File: config.mk
export PLATFORM = sky130hd
export DESIGN_NAME = hci_flow_top
export DESIGN_NICKNAME = d
export VERILOG_FILES = /design/src/design/hci_flow_pkg.sv /design/src/design/hci_queue.sv /design/src/design/dat_table.sv /design/src/design/flow_fsm.sv /design/src/design/transfer_counter.sv /design/src/design/imm_byte_sel.sv /design/src/design/hci_flow_top.sv
export SDC_FILE = /design/constraint.sdc
export NUM_CORES = 1
export LEC_CHECK = 0
export BUFFER_PORTS_ARGS = -buffer_cell sky130_fd_sc_hd__buf_4
export CORE_MARGIN = 2
export CORE_UTILIZATION = 60
export CTS_BUF_LIST = sky130_fd_sc_hd__clkbuf_4 sky130_fd_sc_hd__clkbuf_8
export DETAILED_ROUTE_END_ITERATION = 7
export PLACE_DENSITY = 0.77
export SKIP_CTS_REPAIR_TIMING = 1
export SLEW_MARGIN = 10
export SYNTH_ARGS = -nofsm -noshare
export SYNTH_HDL_FRONTEND = slang
export SYNTH_HIERARCHICAL = 1
export SYNTH_SLANG_ARGS = --single-unit
File: constraint.sdc
create_clock -name clk_i -period 6.95 [get_ports clk_i]
set_clock_uncertainty 0.05 [all_clocks]
set_input_delay 1.39 -clock clk_i [delete_from_list [all_inputs] [get_ports clk_i]]
set_output_delay 1.39 -clock clk_i [all_outputs]
set_load 0.05 [all_outputs]
File: src/design/hci_flow_pkg.sv
// Shared types and field positions for the HCI command flow front end
// Only immediate-data writes to legacy I2C devices are decoded

package hci_flow_pkg;

  // Descriptor and table entry containers
  typedef logic [63:0] cmd_desc_t;
  typedef logic [31:0] resp_desc_t;
  typedef logic [31:0] dat_entry_t;
  typedef logic [4:0]  dat_index_t;
  typedef logic [7:0]  fmt_byte_t;
  // Byte position inside one transfer, 0 is the address byte
  typedef logic [2:0]  byte_cnt_t;

  // Command attribute codes as in the HCI command descriptor
  typedef enum logic [2:0] {
    RegularTransfer       = 3'b000,
    ImmediateDataTransfer = 3'b001,
    AddressAssignment     = 3'b010,
    ComboTransfer         = 3'b011,
    InternalControl       = 3'b111
  } cmd_attr_e;

  typedef enum logic [3:0] {
    RespSuccess      = 4'h0,
    RespNotSupported = 4'hA
  } resp_status_e;

  typedef enum logic [2:0] {
    Idle,
    FetchCmd,
    ReadDat,
    Decode,
    I2cWrite,
    WriteResp
  } flow_state_e;

  // Command descriptor fields
  localparam int unsigned CmdAttrLsb   = 0;
  localparam int unsigned CmdTidLsb    = 3;
  localparam int unsigned CmdDevIdxLsb = 16;
  localparam int unsigned CmdDttLsb    = 23;
  localparam int unsigned CmdRnwBit    = 29;
  localparam int unsigned CmdTocBit    = 31;
  // Data byte 1 starts here, bytes 2..4 follow upward
  localparam int unsigned CmdDataLsb   = 32;
  localparam int unsigned TidW         = 4;
  localparam int unsigned DttW         = 3;

  // Response descriptor fields
  localparam int unsigned RespStatusLsb = 28;
  localparam int unsigned RespTidLsb    = 24;
  localparam int unsigned RespLenLsb    = 0;
  localparam int unsigned RespLenW      = 16;

  // DAT entry fields
  localparam int unsigned DatAddrLsb  = 16;
  localparam int unsigned StaticAddrW = 7;
  localparam int unsigned DatI2cBit   = 31;

endpackage

File: src/design/hci_queue.sv
// Synchronous valid/ready FIFO, data appears on the read side one cycle after a write
// Simultaneous push and pop are allowed, wready_o drops only when full
`timescale 1ns/1ps

module hci_queue #(
  parameter int unsigned Depth = 4,
  parameter int unsigned Width = 64
) (
  input  logic             clk_i,
  input  logic             rst_ni,
  input  logic             wvalid_i,
  output logic             wready_o,
  input  logic [Width-1:0] wdata_i,
  output logic             rvalid_o,
  input  logic             rready_i,
  output logic [Width-1:0] rdata_o
);

  localparam int unsigned PtrW = (Depth > 1) ? $clog2(Depth) : 1;
  localparam int unsigned CntW = $clog2(Depth + 1);

  logic [Width-1:0] mem_q [Depth];
  logic [PtrW-1:0]  wptr_q;
  logic [PtrW-1:0]  rptr_q;
  logic [CntW-1:0]  fill_q;
  logic             push;
  logic             pop;

  // Pointer advance with wrap, depth need not be a power of two
  function automatic logic [PtrW-1:0] ptr_next(input logic [PtrW-1:0] ptr);
    if (ptr == PtrW'(Depth - 1)) begin
      return '0;
    end
    return ptr + 1'b1;
  endfunction

  // Full and empty from the fill count
  assign wready_o = (fill_q != CntW'(Depth));
  assign rvalid_o = (fill_q != '0);
  assign push     = wvalid_i & wready_o;
  assign pop      = rvalid_o & rready_i;
  assign rdata_o  = mem_q[rptr_q];

  always_ff @(posedge clk_i or negedge rst_ni) begin
    if (!rst_ni) begin
      wptr_q <= '0;
      rptr_q <= '0;
      fill_q <= '0;
    end else begin
      if (push) begin
        wptr_q <= ptr_next(wptr_q);
      end
      if (pop) begin
        rptr_q <= ptr_next(rptr_q);
      end
      // Count only moves when exactly one side transfers
      if (push && !pop) begin
        fill_q <= fill_q + 1'b1;
      end else if (pop && !push) begin
        fill_q <= fill_q - 1'b1;
      end
    end
  end

  // Storage
  always_ff @(posedge clk_i) begin
    if (push) begin
      mem_q[wptr_q] <= wdata_i;
    end
  end

endmodule

File: src/design/dat_table.sv
// Device address table, up to 32 entries, registered read with one cycle latency
// Out-of-range writes are ignored and out-of-range reads return zero
`timescale 1ns/1ps

module dat_table #(
  parameter int unsigned DatDepth = 32
) (
  input  logic                    clk_i,
  input  logic                    rst_ni,
  input  logic                    wen_i,
  input  hci_flow_pkg::dat_index_t waddr_i,
  input  hci_flow_pkg::dat_entry_t wdata_i,
  input  logic                    rd_req_i,
  input  hci_flow_pkg::dat_index_t rd_index_i,
  output hci_flow_pkg::dat_entry_t rd_data_o
);

  hci_flow_pkg::dat_entry_t entries_q [DatDepth];

  // Software write port
  always_ff @(posedge clk_i or negedge rst_ni) begin
    if (!rst_ni) begin
      for (int i = 0; i < DatDepth; i++) begin
        entries_q[i] <= '0;
      end
    end else if (wen_i && (waddr_i < DatDepth)) begin
      entries_q[waddr_i] <= wdata_i;
    end
  end

  // Read data is held until the next request
  always_ff @(posedge clk_i or negedge rst_ni) begin
    if (!rst_ni) begin
      rd_data_o <= '0;
    end else if (rd_req_i) begin
      rd_data_o <= (rd_index_i < DatDepth) ? entries_q[rd_index_i] : '0;
    end
  end

endmodule

File: src/design/flow_fsm.sv
// Command flow FSM, one command at a time from pop to response push
// Pop to first format byte is three cycles, unsupported commands skip straight to the response
`timescale 1ns/1ps

module flow_fsm (
  input  logic                     clk_i,
  input  logic                     rst_ni,
  input  logic                     flow_en_i,
  // Command queue read side
  input  logic                     cmd_rvalid_i,
  output logic                     cmd_rready_o,
  input  hci_flow_pkg::cmd_desc_t  cmd_rdata_i,
  // DAT read port
  output logic                     dat_rd_req_o,
  output hci_flow_pkg::dat_index_t dat_rd_index_o,
  input  hci_flow_pkg::dat_entry_t dat_rd_data_i,
  // Held command context for the byte selector
  output hci_flow_pkg::cmd_desc_t  cmd_desc_o,
  output hci_flow_pkg::dat_entry_t dat_entry_o,
  // Byte counter control
  output logic                     cnt_clr_o,
  output logic                     cnt_inc_o,
  input  logic                     cnt_last_i,
  // Format byte handshake
  output logic                     fmt_valid_o,
  input  logic                     fmt_ready_i,
  // Response queue write side
  output logic                     resp_wvalid_o,
  input  logic                     resp_wready_i,
  output hci_flow_pkg::resp_desc_t resp_wdata_o,
  output logic                     flow_idle_o
);

  hci_flow_pkg::flow_state_e  state_q;
  hci_flow_pkg::flow_state_e  state_d;
  hci_flow_pkg::resp_status_e status_q;
  hci_flow_pkg::cmd_desc_t    cmd_desc_q;
  hci_flow_pkg::dat_entry_t   dat_entry_q;
  logic                       is_imm;
  logic                       is_write;
  logic                       supported;

  // Support check uses the DAT data as it arrives in Decode
  assign is_imm = (cmd_desc_q[hci_flow_pkg::CmdAttrLsb +: $bits(hci_flow_pkg::cmd_attr_e)]
                   == hci_flow_pkg::ImmediateDataTransfer);
  assign is_write  = !cmd_desc_q[hci_flow_pkg::CmdRnwBit];
  assign supported = is_imm && is_write && dat_rd_data_i[hci_flow_pkg::DatI2cBit];

  // State outputs
  assign flow_idle_o    = (state_q == hci_flow_pkg::Idle);
  assign cmd_rready_o   = (state_q == hci_flow_pkg::FetchCmd);
  assign dat_rd_req_o   = (state_q == hci_flow_pkg::ReadDat);
  assign dat_rd_index_o = cmd_desc_q[hci_flow_pkg::CmdDevIdxLsb +: $bits(hci_flow_pkg::dat_index_t)];
  assign cnt_clr_o      = (state_q == hci_flow_pkg::Decode);
  assign fmt_valid_o    = (state_q == hci_flow_pkg::I2cWrite);
  assign cnt_inc_o      = fmt_valid_o & fmt_ready_i;
  assign resp_wvalid_o  = (state_q == hci_flow_pkg::WriteResp);
  assign cmd_desc_o     = cmd_desc_q;
  assign dat_entry_o    = dat_entry_q;

  // Response descriptor, data length is zero for writes
  always_comb begin
    resp_wdata_o = '0;
    resp_wdata_o[hci_flow_pkg::RespStatusLsb +: 4] = status_q;
    resp_wdata_o[hci_flow_pkg::RespTidLsb +: hci_flow_pkg::TidW] =
        cmd_desc_q[hci_flow_pkg::CmdTidLsb +: hci_flow_pkg::TidW];
    resp_wdata_o[hci_flow_pkg::RespLenLsb +: hci_flow_pkg::RespLenW] = '0;
  end

  // Next state
  always_comb begin
    state_d = state_q;
    unique case (state_q)
      hci_flow_pkg::Idle: begin
        if (flow_en_i && cmd_rvalid_i) begin
          state_d = hci_flow_pkg::FetchCmd;
        end
      end
      // Queue stays valid, only this FSM pops it
      hci_flow_pkg::FetchCmd: state_d = hci_flow_pkg::ReadDat;
      hci_flow_pkg::ReadDat:  state_d = hci_flow_pkg::Decode;
      hci_flow_pkg::Decode: begin
        state_d = supported ? hci_flow_pkg::I2cWrite : hci_flow_pkg::WriteResp;
      end
      hci_flow_pkg::I2cWrite: begin
        // Done once the last byte is taken
        if (fmt_ready_i && cnt_last_i) begin
          state_d = hci_flow_pkg::WriteResp;
        end
      end
      hci_flow_pkg::WriteResp: begin
        if (resp_wready_i) begin
          state_d = hci_flow_pkg::Idle;
        end
      end
      default: state_d = hci_flow_pkg::Idle;
    endcase
  end

  always_ff @(posedge clk_i or negedge rst_ni) begin
    if (!rst_ni) begin
      state_q  <= hci_flow_pkg::Idle;
      status_q <= hci_flow_pkg::RespSuccess;
    end else begin
      state_q <= state_d;
      if (state_q == hci_flow_pkg::Decode) begin
        status_q <= supported ? hci_flow_pkg::RespSuccess : hci_flow_pkg::RespNotSupported;
      end
    end
  end

  // Descriptor and DAT entry held for the whole command
  always_ff @(posedge clk_i) begin
    if (cmd_rready_o) begin
      cmd_desc_q <= cmd_rdata_i;
    end
    if (state_q == hci_flow_pkg::Decode) begin
      dat_entry_q <= dat_rd_data_i;
    end
  end

endmodule

File: src/design/transfer_counter.sv
// Byte position counter, clear wins over increment
`timescale 1ns/1ps

module transfer_counter (
  input  logic                    clk_i,
  input  logic                    rst_ni,
  input  logic                    clr_i,
  input  logic                    inc_i,
  input  hci_flow_pkg::byte_cnt_t target_i,
  output hci_flow_pkg::byte_cnt_t count_o,
  output logic                    last_o
);

  hci_flow_pkg::byte_cnt_t count_q;

  always_ff @(posedge clk_i or negedge rst_ni) begin
    if (!rst_ni) begin
      count_q <= '0;
    end else if (clr_i) begin
      count_q <= '0;
    end else if (inc_i) begin
      count_q <= count_q + 1'b1;
    end
  end

  assign count_o = count_q;
  // Single compare shared by the FSM and the stop flag
  assign last_o  = (count_q == target_i);

endmodule

File: src/design/imm_byte_sel.sv
// Format byte mux for immediate writes, address byte first, then payload
// A defining byte in dtt 5..7 is never sent to the I2C device
`timescale 1ns/1ps

module imm_byte_sel (
  input  hci_flow_pkg::cmd_desc_t  cmd_desc_i,
  input  hci_flow_pkg::dat_entry_t dat_entry_i,
  input  hci_flow_pkg::byte_cnt_t  count_i,
  input  logic                     last_i,
  output hci_flow_pkg::byte_cnt_t  payload_len_o,
  output hci_flow_pkg::fmt_byte_t  fmt_byte_o,
  output logic                     fmt_start_o,
  output logic                     fmt_stop_o
);

  logic [hci_flow_pkg::DttW-1:0] dtt;
  logic                          use_def_byte;
  hci_flow_pkg::byte_cnt_t       data_idx;

  assign dtt          = cmd_desc_i[hci_flow_pkg::CmdDttLsb +: hci_flow_pkg::DttW];
  assign use_def_byte = (dtt > 3'd4);
  // Payload length in bytes
  assign payload_len_o = use_def_byte ? (dtt - 3'd5) : dtt;
  // Skip data byte 1 when it holds the defining byte
  assign data_idx = count_i + {2'b00, use_def_byte};

  always_comb begin
    unique case (count_i)
      // Static address with write bit
      3'd0: fmt_byte_o = {dat_entry_i[hci_flow_pkg::DatAddrLsb +: hci_flow_pkg::StaticAddrW], 1'b0};
      default: begin
        unique case (data_idx)
          3'd1:    fmt_byte_o = cmd_desc_i[hci_flow_pkg::CmdDataLsb      +: 8];
          3'd2:    fmt_byte_o = cmd_desc_i[hci_flow_pkg::CmdDataLsb + 8  +: 8];
          3'd3:    fmt_byte_o = cmd_desc_i[hci_flow_pkg::CmdDataLsb + 16 +: 8];
          3'd4:    fmt_byte_o = cmd_desc_i[hci_flow_pkg::CmdDataLsb + 24 +: 8];
          default: fmt_byte_o = '0;
        endcase
      end
    endcase
  end

  // Start before the address byte, stop after the last byte if toc asks for it
  assign fmt_start_o = (count_i == '0);
  assign fmt_stop_o  = last_i & cmd_desc_i[hci_flow_pkg::CmdTocBit];

endmodule

File: src/design/hci_flow_top.sv
// HCI command flow front end for legacy I2C immediate writes
// All external ports use valid/ready, the I2C bus engine sits outside
`timescale 1ns/1ps

module hci_flow_top #(
  parameter int unsigned CmdDepth  = 4,
  parameter int unsigned RespDepth = 4,
  parameter int unsigned DatDepth  = 32
) (
  input  logic                     clk_i,
  input  logic                     rst_ni,
  // Command queue push
  input  logic                     cmd_wvalid_i,
  output logic                     cmd_wready_o,
  input  hci_flow_pkg::cmd_desc_t  cmd_wdata_i,
  // DAT programming
  input  logic                     dat_wen_i,
  input  hci_flow_pkg::dat_index_t dat_waddr_i,
  input  hci_flow_pkg::dat_entry_t dat_wdata_i,
  input  logic                     flow_en_i,
  // Format bytes to the I2C bus engine
  output logic                     fmt_valid_o,
  input  logic                     fmt_ready_i,
  output hci_flow_pkg::fmt_byte_t  fmt_byte_o,
  output logic                     fmt_start_o,
  output logic                     fmt_stop_o,
  // Response queue pop
  output logic                     resp_rvalid_o,
  input  logic                     resp_rready_i,
  output hci_flow_pkg::resp_desc_t resp_rdata_o,
  output logic                     flow_idle_o
);

  logic                     cmd_rvalid;
  logic                     cmd_rready;
  hci_flow_pkg::cmd_desc_t  cmd_rdata;
  logic                     dat_rd_req;
  hci_flow_pkg::dat_index_t dat_rd_index;
  hci_flow_pkg::dat_entry_t dat_rd_data;
  hci_flow_pkg::cmd_desc_t  cmd_desc;
  hci_flow_pkg::dat_entry_t dat_entry;
  logic                     cnt_clr;
  logic                     cnt_inc;
  logic                     cnt_last;
  hci_flow_pkg::byte_cnt_t  cnt_value;
  hci_flow_pkg::byte_cnt_t  payload_len;
  logic                     resp_wvalid;
  logic                     resp_wready;
  hci_flow_pkg::resp_desc_t resp_wdata;

  // Command queue
  hci_queue #(
    .Depth(CmdDepth),
    .Width($bits(hci_flow_pkg::cmd_desc_t))
  ) cmd_queue_i (
    .clk_i   (clk_i),
    .rst_ni  (rst_ni),
    .wvalid_i(cmd_wvalid_i),
    .wready_o(cmd_wready_o),
    .wdata_i (cmd_wdata_i),
    .rvalid_o(cmd_rvalid),
    .rready_i(cmd_rready),
    .rdata_o (cmd_rdata)
  );

  dat_table #(
    .DatDepth(DatDepth)
  ) dat_table_i (
    .clk_i     (clk_i),
    .rst_ni    (rst_ni),
    .wen_i     (dat_wen_i),
    .waddr_i   (dat_waddr_i),
    .wdata_i   (dat_wdata_i),
    .rd_req_i  (dat_rd_req),
    .rd_index_i(dat_rd_index),
    .rd_data_o (dat_rd_data)
  );

  flow_fsm flow_fsm_i (
    .clk_i         (clk_i),
    .rst_ni        (rst_ni),
    .flow_en_i     (flow_en_i),
    .cmd_rvalid_i  (cmd_rvalid),
    .cmd_rready_o  (cmd_rready),
    .cmd_rdata_i   (cmd_rdata),
    .dat_rd_req_o  (dat_rd_req),
    .dat_rd_index_o(dat_rd_index),
    .dat_rd_data_i (dat_rd_data),
    .cmd_desc_o    (cmd_desc),
    .dat_entry_o   (dat_entry),
    .cnt_clr_o     (cnt_clr),
    .cnt_inc_o     (cnt_inc),
    .cnt_last_i    (cnt_last),
    .fmt_valid_o   (fmt_valid_o),
    .fmt_ready_i   (fmt_ready_i),
    .resp_wvalid_o (resp_wvalid),
    .resp_wready_i (resp_wready),
    .resp_wdata_o  (resp_wdata),
    .flow_idle_o   (flow_idle_o)
  );

  // Target is the payload length, position 0 being the address
  transfer_counter transfer_counter_i (
    .clk_i   (clk_i),
    .rst_ni  (rst_ni),
    .clr_i   (cnt_clr),
    .inc_i   (cnt_inc),
    .target_i(payload_len),
    .count_o (cnt_value),
    .last_o  (cnt_last)
  );

  imm_byte_sel imm_byte_sel_i (
    .cmd_desc_i   (cmd_desc),
    .dat_entry_i  (dat_entry),
    .count_i      (cnt_value),
    .last_i       (cnt_last),
    .payload_len_o(payload_len),
    .fmt_byte_o   (fmt_byte_o),
    .fmt_start_o  (fmt_start_o),
    .fmt_stop_o   (fmt_stop_o)
  );

  // Response queue
  hci_queue #(
    .Depth(RespDepth),
    .Width($bits(hci_flow_pkg::resp_desc_t))
  ) resp_queue_i (
    .clk_i   (clk_i),
    .rst_ni  (rst_ni),
    .wvalid_i(resp_wvalid),
    .wready_o(resp_wready),
    .wdata_i (resp_wdata),
    .rvalid_o(resp_rvalid_o),
    .rready_i(resp_rready_i),
    .rdata_o (resp_rdata_o)
  );

endmodule

; After elaboration in Yosys (flattened, before gate mapping)
; Memories as Yosys holds them, arrays and structs flattened. A register that Yosys moved wholly into a read port is not among the register bits.
; Index checks and enable logic that the tools add are counted.
[word_totals]
register_bits = 1103
ramBits = 288
in_bits = 108
out_inout_bits = 46
elab_cells = 151
n_memories = 2
[classes]
add_sub_neg = 11
magnitude_cmp = 4
n_eq_ne = 20
mux = 41
bitwise_logic = 8
reduce_logical = 22
[memory_table]
columns = memory, words, word_bits, read_ports, rd_ports_with_merged_regs, wr, line_no
row1 = cmd_queue_i.mem_q, 4, 64, 1, 1, 1, hci_queue.sv:22  ; logic [Width-1:0] mem_q [Depth];
row2 = resp_queue_i.mem_q, 4, 8, 1, 0, 1, hci_queue.sv:22
[ops]
columns = op, count
row1 = 1024-bit bitwise mux, 1
row2 = 32-bit binary-select mux with 5-bit select, 1
row3 = 32-bit demux with 5-bit select, 1
row4 = 32-bit two-way mux, 3
row5 = 8-bit one-hot mux with 4 select lines, 1
row6 = 3-bit two-way mux, 10
row7 = 3-bit one-hot mux with 6 select lines, 1
row8 = 2-bit two-way mux, 8
row9 = 1-bit two-way mux, 13
row10 = 3-bit by 2-bit equality test with 1-bit output (second input constant), 4
row11 = 6-bit greater-or-equal comparator (second input constant), 2
row12 = 5-bit inverter with 6-bit output, 2
row13 = 3-bit by 1-bit adder with 3-bit output (second input constant), 3
row14 = 3-bit by 1-bit equality test with 1-bit output (second input constant), 3
row15 = 3-bit equality test (second input constant), 3
row16 = 1-bit logical AND, 9
row17 = 2-bit by 1-bit adder with 2-bit output (second input constant), 4
row18 = 2-bit equality test (second input constant), 4
row19 = 8-bit two-way mux, 1
row20 = 1-bit bitwise AND, 6
row21 = 3-bit zero test, 2
row22 = 6-bit by 1-bit less-than comparator with 1-bit output (second input constant), 1
row23 = 3-bit != test (second input constant), 2
row24 = 2-bit nonzero test, 3
row25 = other kinds (11), 18

; Longest topological paths before layout
[depth]
word_depth = 6
ltp_mapped = 11
ltp_nobuf = 11

; By module
; Netlist, hierarchy kept.
[modules_own_cells]
columns = mod, n_inst, cells_each, area_each_um2, seq_area_each_um2
row1 = dat_table, 1, 3419, 48196.2, 26425.3
row2 = hci_queue (cmd_queue_i), 1, 371, 9659.3, 7862.5
row3 = hci_queue (resp_queue_i), 1, 205, 5106.1, 4018.9
row4 = flow_fsm, 1, 162, 3409.5, 2982.9
row5 = imm_byte_sel, 1, 67, 561.8, 0.0
row6 = transfer_counter, 1, 15, 176.4, 75.1

; Least setup slack after synthesis
; Ideal clock, no wire load.
[synth_path]
path_type = register -> register
start = register flow_fsm_i.state_q[0]
end = register cmd_queue_i.fill_q[1]
setup_time_ps = 125
arrival_ps = 4517
required_ps = 6775
setup_slack_ps = 2258
stages_incl_launch_ff = 8
n_path_buf = 0
synth_period_minus_slack_ps = 4692
cell_sequence = dfrtp_1 inv_2 nor3_2 nand2_1 ha_1 inv_1 fa_1 mux2_2
[synth_via]
elab_chain_cells = 5
word_cells_on_any_way = 7
cone_classes = 1 x eq/ne / 1 x mux / 1 x bitwise / 4 x reduce/logical
[synth_rtl]
columns = element, line_no
row1 = start: declaration, flow_fsm.sv:34  ; hci_flow_pkg::flow_state_e state_q;
row2 = start signal: assignment, flow_fsm.sv:102  ; state_q <= hci_flow_pkg::Idle;
row3 = start signal: assignment, flow_fsm.sv:105  ; state_q <= state_d;
row4 = 3-bit by 1-bit equality test with 1-bit output (*), flow_fsm.sv:51  ; assign cmd_rready_o = (state_q == hci_flow_pkg::FetchCmd);
row5 = named net cmd_rready, hci_flow_top.sv:35  ; logic cmd_rready;
row6 = 1-bit bitwise AND (*), hci_queue.sv:41  ; assign pop = rvalid_o & rready_i;
row7 = 1-bit zero test, hci_queue.sv:57  ; if (push && !pop) begin
row8 = 1-bit logical AND, hci_queue.sv:57
row9 = 3-bit two-way mux or 2-bit nonzero test (tied branches), n/a
row10 = end signal: assignment, hci_queue.sv:58  ; fill_q <= fill_q + 1'b1;
row11 = end signal: assignment, hci_queue.sv:60  ; fill_q <= fill_q - 1'b1;
row12 = end: declaration, hci_queue.sv:25  ; logic [CntW-1:0] fill_q;
; Mark *: on every way through the listed nets, which the timed path passes. The rest lies on a longest branch.
; A chain may end at the register's enable or synchronous reset.

; Worst setup path after layout
[layout_path]
start = register flow_fsm_i.cmd_desc_q[23], in the netlist flow_fsm_i/cmd_desc_o[23], read port of cmd_queue_i.mem_q
end = output fmt_byte_o[0]
[layout_via]
elab_chain_cells = 5
word_cells_on_any_way = 8
cone_classes = 1 x add/sub / 1 x order compare / 4 x eq/ne / 2 x mux
[layout_rtl]
columns = element, line_no
row1 = start: declaration, flow_fsm.sv:37  ; hci_flow_pkg::cmd_desc_t cmd_desc_q;
row2 = 3-bit greater-than comparator (*), imm_byte_sel.sv:21  ; assign use_def_byte = (dtt > 3'd4);
row3 = 3-bit by 1-bit adder with 3-bit output (*), imm_byte_sel.sv:25  ; assign data_idx = count_i + {2'b00, use_def_byte};
row4 = 3-bit equality test (tied with other cells), imm_byte_sel.sv:32  ; unique case (data_idx)
row5 = 8-bit one-hot mux with 4 select lines (*), imm_byte_sel.sv:32
row6 = 8-bit two-way mux (*), imm_byte_sel.sv:28  ; unique case (count_i)
row7 = end: declaration, hci_flow_top.sv:24  ; output hci_flow_pkg::fmt_byte_t fmt_byte_o,
; Every way passes the cells marked *; elsewhere a longest branch is shown, timed or not.

==> qor.yml <==
status: "finished clean"
syn_to_final_growth_pct: 8.565
clock-sinks: 665
syn-mean-instance-area_um2: 16.64
worst_setup_path_start_kind: "flop"
critical_path_required_ns: 5.51
post-route-drc-count: 0
final_cells: 2412
global_route.usage.total_pct: 22.49
final_worst_path_period_need_ns: 4.993
most-common-layout-cells: "edfxtp_1 (380), dfrtp_1 (282), mux2_2 (272)"
worst_slew_pin_slew_ns: 1.088
leakagePower_nw: 12.31
rsz0062_at_grt: "false"
hold_path.class: "flop to flop"
cp_arrival_ns: 3.55
post_detailed_route_wirelength_per_cell_um: 22.25
worstRegToRegCells: 6
worstReg2RegEnd: "dat_table_i/rd_data_o[17]"
place_inst: 2224
dp.final_hpwl_mm: 32.22
postRouteWirelength_mm: 53.67
grt_pass1_wl_mm: 84.54
gpl.final_weighted_congestion: 0.8290
critical_path_startpoint: "flow_fsm_i/cmd_desc_o[23]"
cts_max_path_buffers: 3
synth.yosys.warnings: 6
clk_pin_slew_ns: 0.06
gr-total-overflow: 0
hold_viol: 0
core_area_um2: 46750
peak_fanout_along_the_critical_path: 10
powerDensity_nw_per_um2: 410.9
count_of_pins_on_the_block_boundary: 154
horiz_die_dim_um: 222.0
worst_setup_slack_for_register_to_register_paths_ns: 3.96
drive_above_1_share_pct: 37.86
vias_in_the_first_global_route: 15277
die_h_um: 222.0
timing.setup.tns_ns: 0
peakVddDrop_v: 0.0003162
grt_start_max_net_pins: 129
vias_per_instance: 5.898
commonest_non_fill_non_tap_cell_in_the_layout: "edfxtp_1"
root_buffer: "clkbuf_8"
dr_total_vias: 14227
timing.final.max_slew_violations: 0
final.period_utilization_pct: 71.85
post_synth_inst_count: 1714
timing.critical_path.to: "fmt_byte_o[0]"
grt_antenna_before_repair: 1
worst_r2r_startpoint: "flow_fsm_i/cmd_desc_o[16]"
cts_htree_levels: 3
final_net_count: 1849
tritonroute_pass_1_iters: 5
clkLatencyLatePin_ns: 0.70
synth_area_um2: 28510
timing.max_slew.rel_slack_pct: 27.48
drt_first_iter_violations: 1096
endpoint_kind: "output pin"
placementRows: 79
hold_slack_ns: 0.4068
tritoncts.num_buffers: 102
drv_cap: 0
criticalPathCategory: "flop to output pin"
antenna_violating_nets_post_route: 0
dieArea_um2: 49280
start_util_pct: 60.99
tritoncts_clock_tree: "built"
max_freq_ghz: 0.2003
setup_viol_count_final: 0
port-buffer-count: 114
## worst min path at each step
stage,startpoint,endpoint,cells after the start
after floorplan,dat_table_i/rd_data_o[16],flow_fsm_i/dat_entry_o[16],0
after global routing,dat_table_i/rd_data_o[20],flow_fsm_i/dat_entry_o[20],0
after detailed placement,dat_table_i/rd_data_o[16],flow_fsm_i/dat_entry_o[16],0
final,dat_table_i/rd_data_o[19],flow_fsm_i/dat_entry_o[19],0
after CTS,dat_table_i/rd_data_o[19],flow_fsm_i/dat_entry_o[19],0
after global placement,dat_table_i/rd_data_o[16],flow_fsm_i/dat_entry_o[16],0
## per-stage QoR
step / utilization (%) / setup slack, ns / cell area, um2 / total power, mW
finish: 66.21 / 1.957 / 30960 / 12.72
global route: 66.21 / 1.793 / 30950 / 13.34
CTS: 66.21 / 1.972 / 30950 / 12.84
detailed placement: 61.73 / 2.813 / 28860 / 9.568
global placement: 61.73 / 2.842 / 28860 / 9.437
floorplan: - / 2.908 / 28610 / 8.704
## worst max-delay path: stages, from the launching register on
cell and delay (ns):
edfxtp_1 0.41, inv_1 0.08, ha_1 0.17, inv_1 0.06
ha_1 0.20, and2_1 0.16, ha_1 0.23, xnor2_2 0.43
o21ai_0 0.29, a21oi_4 0.35, o21a_1 0.24, buf_4 0.22
## where the power goes
| part | internal [mW] | switching (mW) |
|---|---|---|
| Combinational | 1.63 | 2.27 |
| Sequential | 5.13 | 0.450 |
| Clock | 1.78 | 1.47 |
## routing by layer
| layer | vias up | GRT usage, % | share of wire (%) |
|---|---|---|---|
| li1 | 6346 | - | - |
| met1 | 7400 | 29.19 | 41 |
| met2 | 384 | 36.23 | 49 |
| met3 | 97 | 5.765 | 6.5 |
| met4 | 0 | 9.874 | 2.9 |
| met5 | - | 0 | 0 |
## flip-flops by register name (all words and copies together) (netlist names), 3 cells and up
register and count:
dat_table_i/entries_q 256, cmd_queue_i/mem_q 196, resp_queue_i/mem_q 128, flow_fsm_i/cmd_desc_o 49, dat_table_i/rd_data_o 8, flow_fsm_i/dat_entry_o 7
cmd_queue_i/fill_q 3, flow_fsm_i/state_q 3, resp_queue_i/fill_q 3, transfer_counter_i/count_o 3
## layout make-up
type / instances / area [um2]
well taps: 607 / 759.5
repair buffers: 131 / 1016
clock inverters: 35 / 255.2
flip-flops and latches: 665 / 18550
multi-input cells: 807 / 8486
inverters: 14 / 52.55
fillers: 3143 / 15800
clock buffers: 152 / 1836
diodes: 1 / 2.502
(Power assumes the default switching activity.)
